--- src/include/rv32i_macros.svh ---
`ifndef RV32I_MACROS_SVH
`define RV32I_MACROS_SVH

// architectural register count
`define RV_NUM_REGS 32

`define RV_XLEN     32  // data and instruction width

// width of the post-reset register sweep counter
`define RV_CLR_W    5

`endif

--- src/design/rv32i_pkg.sv ---
`include "rv32i_macros.svh"

package rv32i_pkg;

    typedef logic [`RV_XLEN-1:0]             word_t;
    typedef logic [$clog2(`RV_NUM_REGS)-1:0] reg_sel_t;

    typedef enum logic [6:0] {
        op_b_lui   = 7'b0110111,
        op_b_auipc = 7'b0010111,
        op_b_jal   = 7'b1101111,
        op_b_jalr  = 7'b1100111,
        op_b_br    = 7'b1100011,
        op_b_load  = 7'b0000011,
        op_b_store = 7'b0100011,
        op_b_imm   = 7'b0010011,
        op_b_reg   = 7'b0110011,
        op_b_csr   = 7'b1110011
    } opcode_t;

    typedef enum logic [2:0] {
        alu_add = 3'b000,
        alu_sll = 3'b001,
        alu_sra = 3'b010,
        alu_sub = 3'b011,
        alu_xor = 3'b100,
        alu_srl = 3'b101,
        alu_or  = 3'b110,
        alu_and = 3'b111
    } alu_op_t;

    // branch and slt compares travel in the alu_op field
    typedef enum logic [2:0] {
        beq  = 3'b000,
        bne  = 3'b001,
        blt  = 3'b100,
        bge  = 3'b101,
        bltu = 3'b110,
        bgeu = 3'b111
    } cmp_op_t;

    typedef enum logic [1:0] {
        st_clear,
        st_run,
        st_bubble
    } issue_state_t;

    typedef struct packed {
        logic regf_we;
        logic mem_read;
        logic mem_write;
        logic branch;
        logic jal;
        logic jalr;
        logic alu_src;  // 1 selects imm as second operand
    } ctrl_t;

    typedef struct packed {
        word_t    pc;
        reg_sel_t rs1_s;
        reg_sel_t rs2_s;
        reg_sel_t rd_s;
        word_t    rs1_v;
        word_t    rs2_v;
        word_t    imm;
        alu_op_t  alu_op;
        logic     alu_or_cmp;  // 1 alu, 0 compare
        ctrl_t    ctrl;
    } id_ex_t;

endpackage

--- src/design/wb_if.sv ---
`timescale 1ns/1ps

interface wb_if;

    logic                we;
    logic                valid;
    rv32i_pkg::reg_sel_t rd_s;
    rv32i_pkg::word_t    rd_v;

    // write-back producer side
    modport source (
        output we,
        output valid,
        output rd_s,
        output rd_v
    );

    modport regf (
        input we,
        input valid,
        input rd_s,
        input rd_v
    );

endinterface

--- src/design/pipeline_regfile.sv ---
`timescale 1ns/1ps
`include "rv32i_macros.svh"

module pipeline_regfile (
    input  logic                clk,
    wb_if.regf                  wb,
    input  rv32i_pkg::reg_sel_t rs1_s,
    input  rv32i_pkg::reg_sel_t rs2_s,
    output rv32i_pkg::word_t    rs1_v,
    output rv32i_pkg::word_t    rs2_v
);

    rv32i_pkg::word_t regs [`RV_NUM_REGS];
    logic             wr;

    assign wr = wb.we && wb.valid && (wb.rd_s != '0);  // x0 never stored

    always_ff @(posedge clk) begin
        if (wr) begin
            regs[wb.rd_s] <= wb.rd_v;
        end
    end

    // write in flight wins over the stored copy
    function automatic rv32i_pkg::word_t read_port(input rv32i_pkg::reg_sel_t sel);
        if (sel == '0)
            return '0;
        else if (wr && (wb.rd_s == sel))
            return wb.rd_v;
        else
            return regs[sel];
    endfunction

    assign rs1_v = read_port(rs1_s);
    assign rs2_v = read_port(rs2_s);

endmodule

--- src/design/id_stage.sv ---
`timescale 1ns/1ps

module id_stage (
    input  logic                clk,
    input  logic                reset,
    input  rv32i_pkg::word_t    inst,
    input  rv32i_pkg::word_t    pc,
    wb_if.regf                  wb,
    output rv32i_pkg::id_ex_t   id_ex_next,
    output rv32i_pkg::reg_sel_t rs1_s,
    output rv32i_pkg::reg_sel_t rs2_s
);

    rv32i_pkg::opcode_t  opcode;
    logic [2:0]          funct3;
    rv32i_pkg::reg_sel_t rd_s;
    rv32i_pkg::word_t    i_imm, s_imm, b_imm, u_imm, imm;
    rv32i_pkg::word_t    rs1_v, rs2_v;
    rv32i_pkg::ctrl_t    ctrl;
    rv32i_pkg::alu_op_t  alu_op;
    logic                alu_or_cmp;

    wb_if rf_wb ();

    assign opcode = rv32i_pkg::opcode_t'(inst[6:0]);
    assign funct3 = inst[14:12];

    // hold off writes until the first reset edge has settled the FSM
    assign rf_wb.we    = wb.we && !reset;
    assign rf_wb.valid = wb.valid;
    assign rf_wb.rd_s  = wb.rd_s;
    assign rf_wb.rd_v  = wb.rd_v;

    always_comb begin
        rs1_s = inst[19:15];
        rs2_s = inst[24:20];
        case (opcode)
            rv32i_pkg::op_b_lui, rv32i_pkg::op_b_auipc, rv32i_pkg::op_b_jal: begin
                rs1_s = '0;
                rs2_s = '0;
            end
            rv32i_pkg::op_b_jalr, rv32i_pkg::op_b_load, rv32i_pkg::op_b_imm: begin
                rs2_s = '0;
            end
            default: ;  // br, store, reg, csr read both
        endcase
    end

    assign rd_s = (opcode == rv32i_pkg::op_b_store || opcode == rv32i_pkg::op_b_br)
                  ? '0 : inst[11:7];

    always_comb begin
        s_imm = {{21{inst[31]}}, inst[30:25], inst[11:7]};
        b_imm = {{20{inst[31]}}, inst[7], inst[30:25], inst[11:8], 1'b0};
        u_imm = {inst[31:12], 12'h000};
        if (opcode == rv32i_pkg::op_b_imm && funct3 == 3'b101)
            i_imm = {{27{inst[31]}}, inst[24:20]};  // shamt only
        else
            i_imm = {{21{inst[31]}}, inst[30:20]};

        case (opcode)
            rv32i_pkg::op_b_lui, rv32i_pkg::op_b_auipc: imm = u_imm;
            rv32i_pkg::op_b_jal, rv32i_pkg::op_b_jalr:  imm = 32'd4;  // link value offset
            rv32i_pkg::op_b_br:                         imm = b_imm;
            rv32i_pkg::op_b_store:                      imm = s_imm;
            rv32i_pkg::op_b_load, rv32i_pkg::op_b_imm,
            rv32i_pkg::op_b_csr:                        imm = i_imm;
            default:                                    imm = '0;
        endcase
    end

    always_comb begin
        ctrl       = '0;
        alu_op     = rv32i_pkg::alu_add;
        alu_or_cmp = 1'b1;
        case (opcode)
            rv32i_pkg::op_b_lui, rv32i_pkg::op_b_auipc: begin
                ctrl.regf_we = 1'b1;
                ctrl.alu_src = 1'b1;
            end
            rv32i_pkg::op_b_jal: begin
                ctrl.regf_we = 1'b1;
                ctrl.jal     = 1'b1;
                ctrl.alu_src = 1'b1;
            end
            rv32i_pkg::op_b_jalr: begin
                ctrl.regf_we = 1'b1;
                ctrl.jalr    = 1'b1;
                ctrl.alu_src = 1'b1;
            end
            rv32i_pkg::op_b_br: begin
                ctrl.branch = 1'b1;
                alu_op      = rv32i_pkg::alu_op_t'(funct3);  // compare code
                alu_or_cmp  = 1'b0;
            end
            rv32i_pkg::op_b_load: begin
                ctrl.regf_we  = 1'b1;
                ctrl.mem_read = 1'b1;
                ctrl.alu_src  = 1'b1;
            end
            rv32i_pkg::op_b_store: begin
                ctrl.mem_write = 1'b1;
                ctrl.alu_src   = 1'b1;
            end
            rv32i_pkg::op_b_imm, rv32i_pkg::op_b_reg: begin
                ctrl.regf_we = 1'b1;
                ctrl.alu_src = (opcode == rv32i_pkg::op_b_imm);
                case (funct3)
                    3'b010: begin  // slt
                        alu_op     = rv32i_pkg::alu_op_t'(rv32i_pkg::blt);
                        alu_or_cmp = 1'b0;
                    end
                    3'b011: begin  // sltu
                        alu_op     = rv32i_pkg::alu_op_t'(rv32i_pkg::bltu);
                        alu_or_cmp = 1'b0;
                    end
                    3'b101:
                        alu_op = inst[30] ? rv32i_pkg::alu_sra : rv32i_pkg::alu_srl;
                    3'b000:  // sub exists only in the register form
                        alu_op = (opcode == rv32i_pkg::op_b_reg && inst[30])
                                 ? rv32i_pkg::alu_sub : rv32i_pkg::alu_add;
                    default:
                        alu_op = rv32i_pkg::alu_op_t'(funct3);
                endcase
            end
            default: ;  // csr and unknown opcodes leave control at zero
        endcase
    end

    always_comb begin
        id_ex_next.pc         = pc;
        id_ex_next.rs1_s      = rs1_s;
        id_ex_next.rs2_s      = rs2_s;
        id_ex_next.rd_s       = rd_s;
        id_ex_next.rs1_v      = rs1_v;
        id_ex_next.rs2_v      = rs2_v;
        id_ex_next.imm        = imm;
        id_ex_next.alu_op     = alu_op;
        id_ex_next.alu_or_cmp = alu_or_cmp;
        id_ex_next.ctrl       = ctrl;
    end

    pipeline_regfile i_pipeline_regfile (
        .clk   (clk),
        .wb    (rf_wb),
        .rs1_s (rs1_s),
        .rs2_s (rs2_s),
        .rs1_v (rs1_v),
        .rs2_v (rs2_v)
    );

endmodule

--- src/design/clear_counter.sv ---
`timescale 1ns/1ps
`include "rv32i_macros.svh"

module clear_counter (
    input  logic                clk,
    input  logic                reset,
    input  logic                en,
    output rv32i_pkg::reg_sel_t index,
    output logic                last
);

    logic [`RV_CLR_W-1:0] count;

    always_ff @(posedge clk) begin
        if (reset)
            count <= '0;
        else if (en)
            count <= count + 1'b1;  // wraps back to 0 after the sweep
    end

    assign index = count;
    assign last  = (count == `RV_NUM_REGS - 1);

endmodule

--- src/design/issue_ctrl.sv ---
`timescale 1ns/1ps

module issue_ctrl (
    input  logic                clk,
    input  logic                reset,
    input  logic                inst_valid,
    input  logic                ex_stall,
    input  rv32i_pkg::reg_sel_t rs1_s,
    input  rv32i_pkg::reg_sel_t rs2_s,
    input  rv32i_pkg::id_ex_t   ex_entry,
    input  logic                ex_valid,
    input  logic                clear_last,
    output logic                clearing,
    output logic                inst_taken,
    output logic                load_en,
    output logic                load_valid
);

    rv32i_pkg::issue_state_t state, state_next;
    logic                    hazard;

    // load in execute whose result the decoded instruction needs
    assign hazard = ex_valid && ex_entry.ctrl.mem_read && (ex_entry.rd_s != '0)
                    && (ex_entry.rd_s == rs1_s || ex_entry.rd_s == rs2_s);

    always_ff @(posedge clk) begin
        if (reset)
            state <= rv32i_pkg::st_clear;
        else
            state <= state_next;
    end

    always_comb begin
        state_next = state;
        inst_taken = 1'b0;
        case (state)
            rv32i_pkg::st_clear: begin
                if (clear_last) state_next = rv32i_pkg::st_run;
            end
            rv32i_pkg::st_run: begin
                if (inst_valid && !ex_stall) begin
                    if (hazard)
                        state_next = rv32i_pkg::st_bubble;
                    else
                        inst_taken = 1'b1;
                end
            end
            rv32i_pkg::st_bubble: begin
                // register holds the bubble now, so the waiting instruction can go
                if (!ex_stall) begin
                    inst_taken = inst_valid;
                    state_next = rv32i_pkg::st_run;
                end
            end
            default: state_next = rv32i_pkg::st_clear;
        endcase
    end

    assign clearing   = (state == rv32i_pkg::st_clear);
    assign load_en    = !ex_stall;   // bubble whenever nothing is taken
    assign load_valid = inst_taken;

endmodule

--- src/design/id_ex_register.sv ---
`timescale 1ns/1ps

module id_ex_register (
    input  logic              clk,
    input  logic              reset,
    input  logic              load_en,
    input  logic              load_valid,
    input  rv32i_pkg::id_ex_t d,
    output rv32i_pkg::id_ex_t q,
    output logic              valid
);

    always_ff @(posedge clk) begin
        if (reset)
            valid <= 1'b0;
        else if (load_en)
            valid <= load_valid;
    end

    // payload follows the enable, meaningful only with valid
    always_ff @(posedge clk) begin
        if (load_en) begin
            q <= d;
        end
    end

endmodule

--- src/design/decode_top.sv ---
`timescale 1ns/1ps

module decode_top (
    input  logic                 clk,
    input  logic                 reset,
    input  logic                 inst_valid,
    input  rv32i_pkg::word_t     inst,
    input  rv32i_pkg::word_t     pc,
    input  logic                 ex_stall,
    input  logic                 wb_we,
    input  logic                 wb_valid,
    input  rv32i_pkg::reg_sel_t  wb_rd_s,
    input  rv32i_pkg::word_t     wb_rd_v,
    output logic                 inst_taken,
    output logic                 id_ex_valid,
    output rv32i_pkg::word_t     id_ex_pc,
    output rv32i_pkg::word_t     id_ex_rs1_v,
    output rv32i_pkg::word_t     id_ex_rs2_v,
    output rv32i_pkg::word_t     id_ex_imm,
    output rv32i_pkg::reg_sel_t  id_ex_rd_s,
    output rv32i_pkg::alu_op_t   id_ex_alu_op,
    output logic                 id_ex_alu_or_cmp,
    output rv32i_pkg::ctrl_t     id_ex_ctrl
);

    rv32i_pkg::id_ex_t   id_ex_next, id_ex_q;
    rv32i_pkg::reg_sel_t rs1_s, rs2_s, clear_index;
    logic                clearing, clear_last, load_en, load_valid;

    wb_if wb ();

    // counter zeroes the file through the write port while clearing
    always_comb begin
        if (clearing) begin
            wb.we    = 1'b1;
            wb.valid = 1'b1;
            wb.rd_s  = clear_index;
            wb.rd_v  = '0;
        end else begin
            wb.we    = wb_we;
            wb.valid = wb_valid;
            wb.rd_s  = wb_rd_s;
            wb.rd_v  = wb_rd_v;
        end
    end

    id_stage i_id_stage (
        .clk        (clk),
        .reset      (reset),
        .inst       (inst),
        .pc         (pc),
        .wb         (wb),
        .id_ex_next (id_ex_next),
        .rs1_s      (rs1_s),
        .rs2_s      (rs2_s)
    );

    clear_counter i_clear_counter (
        .clk   (clk),
        .reset (reset),
        .en    (clearing),
        .index (clear_index),
        .last  (clear_last)
    );

    issue_ctrl i_issue_ctrl (
        .clk        (clk),
        .reset      (reset),
        .inst_valid (inst_valid),
        .ex_stall   (ex_stall),
        .rs1_s      (rs1_s),
        .rs2_s      (rs2_s),
        .ex_entry   (id_ex_q),
        .ex_valid   (id_ex_valid),
        .clear_last (clear_last),
        .clearing   (clearing),
        .inst_taken (inst_taken),
        .load_en    (load_en),
        .load_valid (load_valid)
    );

    id_ex_register i_id_ex_register (
        .clk        (clk),
        .reset      (reset),
        .load_en    (load_en),
        .load_valid (load_valid),
        .d          (id_ex_next),
        .q          (id_ex_q),
        .valid      (id_ex_valid)
    );

    assign id_ex_pc         = id_ex_q.pc;
    assign id_ex_rs1_v      = id_ex_q.rs1_v;
    assign id_ex_rs2_v      = id_ex_q.rs2_v;
    assign id_ex_imm        = id_ex_q.imm;
    assign id_ex_rd_s       = id_ex_q.rd_s;
    assign id_ex_alu_op     = id_ex_q.alu_op;
    assign id_ex_alu_or_cmp = id_ex_q.alu_or_cmp;
    assign id_ex_ctrl       = id_ex_q.ctrl;

endmodule

--- config.mk ---
export PLATFORM = sky130hd
export DESIGN_NAME = decode_top
export DESIGN_NICKNAME = d
export VERILOG_FILES = /design/src/design/rv32i_pkg.sv /design/src/design/wb_if.sv /design/src/design/pipeline_regfile.sv /design/src/design/id_stage.sv /design/src/design/clear_counter.sv /design/src/design/issue_ctrl.sv /design/src/design/id_ex_register.sv /design/src/design/decode_top.sv
export VERILOG_INCLUDE_DIRS = /design/src /design/src/include
export SDC_FILE = /design/constraint.sdc
export NUM_CORES = 2
export LEC_CHECK = 0
export ABC_AREA = 0
export BUFFER_PORTS_ARGS = -buffer_cell sky130_fd_sc_hd__clkbuf_2
export CAP_MARGIN = 10
export CORE_MARGIN = 2
export CORE_UTILIZATION = 55
export CTS_CLUSTER_DIAMETER = 40
export DETAILED_ROUTE_END_ITERATION = 6
export PLACE_DENSITY = 0.75
export SYNTH_ARGS = -nofsm -noshare
export SYNTH_HDL_FRONTEND = slang
export SYNTH_SLANG_ARGS = --single-unit
--- constraint.sdc ---
create_clock -name clk -period 3.3 [get_ports clk]
set_clock_uncertainty 0.05 [all_clocks]
set_input_delay 0.165 -clock clk [delete_from_list [all_inputs] [get_ports clk]]
set_output_delay 0.165 -clock clk [all_outputs]
set_load 0.02 [all_outputs]
==> run metrics <==
status=finished with violations; failing checks=design-rule violations; initial antenna violation count=10; Starting Density=~56%; Crit Path Class=in2out; first-pass GRT wire length=about 310000 um; Yosys warning total=0; Mapped Cells=between 4000 and 5000; power share of the sequential group=approximately 45%; fraction of registers with async set/reset=0%; Die ar.=102000 sq um; flops & latches, synth=between 1000 and 1500; CP max FO=36; post-synthesis cell type count=75; I/O Buffers=approximately 250; critical path arrival=roughly 3.0 ns; CTS H-tree lvls=4; PD cells=658 nW/um^2; Die X=320 um; vias per cell=between 7 and 8; syn_area_per_cell=about 13 sq um; P_leak=22.6 nW; Sw Ratio=between 20 and 30%; Buf/Inv on CP=4; maxcap violations=0; Mapped Area=between 50000 and 60000 sq um; Crit-path slowest cell=or3b_1; most frequent CP cell=clkbuf_2; relative slew slack=13.5%; Hold Crit Class=in2reg; CTS tree=done; post-synthesis sequential area ratio=approximately 64%; Critical Path RT=between 3 and 4 ns; fin crit period=3.23 ns; Peak supply drop=roughly 0.53 mV; P&R area growth vs syn=19.9%; post-route design area=around 66000 sq um; Hold Fails Final Rpt=0; Synth Flop Type=edfxtp_1; CP peak stage delay=approximately 0.54 ns; worst path cell trace=clkbuf_2 -> or3b_1 -> a21oi_4 -> buf_12 -> o31ai_1 -> a222oi_1 -> a22oi_2 -> buf_4 -> o21ai_0 -> a21oi_1 -> clkbuf_2; Internal=~30 mW; remaining antenna violation count=0; combinational group share of total power=between 10% and 20%; Rows=around 120; Cells after DPL=just under 6000; clock latency on the worst-skew pair=0.76 ns; vias in the first global route=~45000; Setup crit end kind=output pin; worst-margin pin slew=between 1 and 1.5 ns; CTS Buf Count=roughly 140; Core ar.=approximately 100000 sq um; Layout Nets=4816; Fmax=about 310 MHz; Post-DP HPWL=129000 um; Sink Count=1176; Max Root-Sink Buffers=3; Area after DPL=between 60000 and 70000 sq um; # setup viols final=0; Die Ht=320 um; crit start category=input pin; share of post-route cells with drive strength above 1=20.9%; final WL=around 220000 um; Pre-antenna DRT Iters=7; Psw=roughly 13 mW; pins over their slew limit=0; Clock Power Share=a little under two fifths; Iter 0 DRT Violations=8535; GRT Util Overall=about two fifths; wire length per cell=35.3 um; fin util=between 60% and 70%; Tcrit/Tclk final=between 90% and 100%; EDFF count, synth=1168; DRC=20; Non-Filler Instances=approximately 6100; CTS root buf=clkbuf_16; largest net degree at the start of global routing=~110; via count=46600; Min Hold Slack=between 0.03 and 0.04 ns; io pins=~250; Placer Congestion=between 0.9 and 1; clock-pin slew on the worst setup and hold paths=0.06 ns; R2R Setup Slk=0.08 ns; remaining global-route overflow=0; Worst path top cell family by delay=compound AO/OA/AOI/OAI gates
-- power by group through the flow --
stage	clock [mW]	combinational (mW)	sequential (mW)
floorplan	0	3.57	19.7
finish	15.9	8.11	19.3
CTS	15.8	7.65	19.3
detailed placement	0	7.53	19.6
global placement	0	7.37	19.6
global route	16.5	8.27	19.4
-- metal layers --
| layer | GRT usage (%) | vias up | part of all wire [%] |
|---|---|---|---|
| met4 | 27.3 | 12 | 8.2 |
| li1 | - | 18200 | - |
| met1 | 50.5 | 22000 | 32 |
| met5 | 0 | - | 0.046 |
| met2 | 59.3 | 5099 | 42 |
| met3 | 17.6 | 1243 | 19 |
-- area by class of cell --
type	count	area, sq um
timing repair buffer	637	5430
inverter	21	85.1
sequential	1176	35200
antenna	6	15.0
multi-input combinational	2723	18800
fill	6782	32800
clock buffer	159	3700
tap	1287	1610
clock inverter	101	1070
-- cell usage after synthesis (4+ instances only) --
library cell / count / area, sq um
edfxtp_1: 1168 / 35100
a21oi_1: 426 / 2130
clkbuf_1: 301 / 1130
nand2_1: 272 / 1020
o21ai_0: 228 / 1140
mux2i_1: 195 / 1950
a22oi_1: 159 / 1190
a221oi_1: 157 / 1380
nand3_1: 146 / 731
a211oi_1: 128 / 961
mux2_2: 102 / 1150
nor2b_1: 102 / 638
o211ai_1: 95 / 713
nor2_1: 93 / 349
a21o_1: 62 / 465
o221ai_1: 62 / 543
a311oi_1: 61 / 534
or4_1: 59 / 443
buf_2: 56 / 280
buf_1: 46 / 173
o31ai_1: 35 / 263
o22ai_1: 34 / 213
nand4_1: 33 / 206
a32o_1: 32 / 320
nand4b_1: 32 / 280
o31a_1: 32 / 280
inv_1: 21 / 78.8
o21ai_1: 17 / 85.1
nor3_1: 16 / 80.1
a31oi_1: 9 / 56.3
nor4_1: 9 / 56.3
and2_1: 8 / 50.1
and3_1: 8 / 50.1
dfxtp_1: 8 / 160
xnor2_1: 7 / 61.3
ha_1: 6 / 75.1
or3_1: 6 / 37.5
a21boi_0: 4 / 30.0
a22o_1: 4 / 35.0
buf_4: 4 / 30.0
nand3b_1: 4 / 30.0
-- sequential cells by signal, summed over array words and instances, names as in the netlist --
| signal | count |
|---|---|
| i_id_stage.i_pipeline_regfile.regs | 1024 |
| i_id_ex_register.valid | 1 |
| i_id_ex_register.q | 144 |
| i_clear_counter.index | 5 |
| i_issue_ctrl.state | 2 |
-- stage by stage --
step,setup TNS [ns],worst slack [ns],power (mW)
finish,0,0.0712,43.3
detailed placement,-0.0943,-0.0356,27.1
floorplan,-53.19,-0.151,23.2
CTS,0,0.0265,42.8
global route,-0.00863,-0.00863,44.1
global placement,0,0.0769,26.9
-- repair_timing --
item,CTS,global route
setup buffers,0,4
hold buffers,73,1
endpoints found under the hold margin,233,5
gates resized for setup,0,2
endpoints found under the setup margin,0,29
-- logic make-up after synthesis --
kind of cell	count (synthesis)	share of synthesized area [%]
fa+ha+maj	6	0.137
other cells	1	0.00682
buf+inv	430	3.12
xor+xnor	10	0.159
simple gates	802	7.48
flops	1176	64.1
compound gates	1576	19.4
mux	297	5.64
-- worst register-to-register path, delay by kind of cell (launching register included) --
family | cells | cell delay [ns]
muxes | 1 | 0.33
DFF | 1 | 0.33
buffers and inverters | 3 | 1.00
adders and majority gates | 1 | 0.29
and+or+nand+nor | 2 | 0.84
-- cells in the final DEF (no fill, tap or decap), drive strengths merged, types with 7 or more instances in the layout --
| cell type | n |
|---|---|
| a211oi | 128 |
| a21o | 62 |
| a21oi | 428 |
| a221oi | 160 |
| a22oi | 159 |
| a311oi | 61 |
| a31oi | 9 |
| a32o | 32 |
| and2 | 8 |
| and3 | 8 |
| buf | 313 |
| bufinv | 15 |
| clkbuf | 409 |
| clkinv | 53 |
| clkinvlp | 16 |
| conb | 32 |
| dfxtp | 8 |
| dlygate4sd3 | 74 |
| edfxtp | 1168 |
| inv | 38 |
| mux2 | 102 |
| mux2i | 195 |
| nand2 | 272 |
| nand3 | 147 |
| nand4 | 34 |
| nand4b | 32 |
| nor2 | 93 |
| nor2b | 102 |
| nor3 | 17 |
| nor4 | 10 |
| o211ai | 95 |
| o21ai | 245 |
| o221ai | 62 |
| o22ai | 34 |
| o31a | 32 |
| o31ai | 35 |
| or4 | 59 |
| xnor2 | 7 |
-- path summary, 6_finish.rpt --
check,startpoint,end,depth (start not counted)
setup / recovery,inst[3],inst_taken,11
hold / removal,wb_rd_v[25],i_id_stage.i_pipeline_regfile.regs[16][25],3
setup reg to reg,i_issue_ctrl.state[0],i_id_stage.i_pipeline_regfile.regs[3][8],7
hold reg to reg,i_issue_ctrl.state[1],i_issue_ctrl.state[1],1
Power figures use the tool's default switching activity.
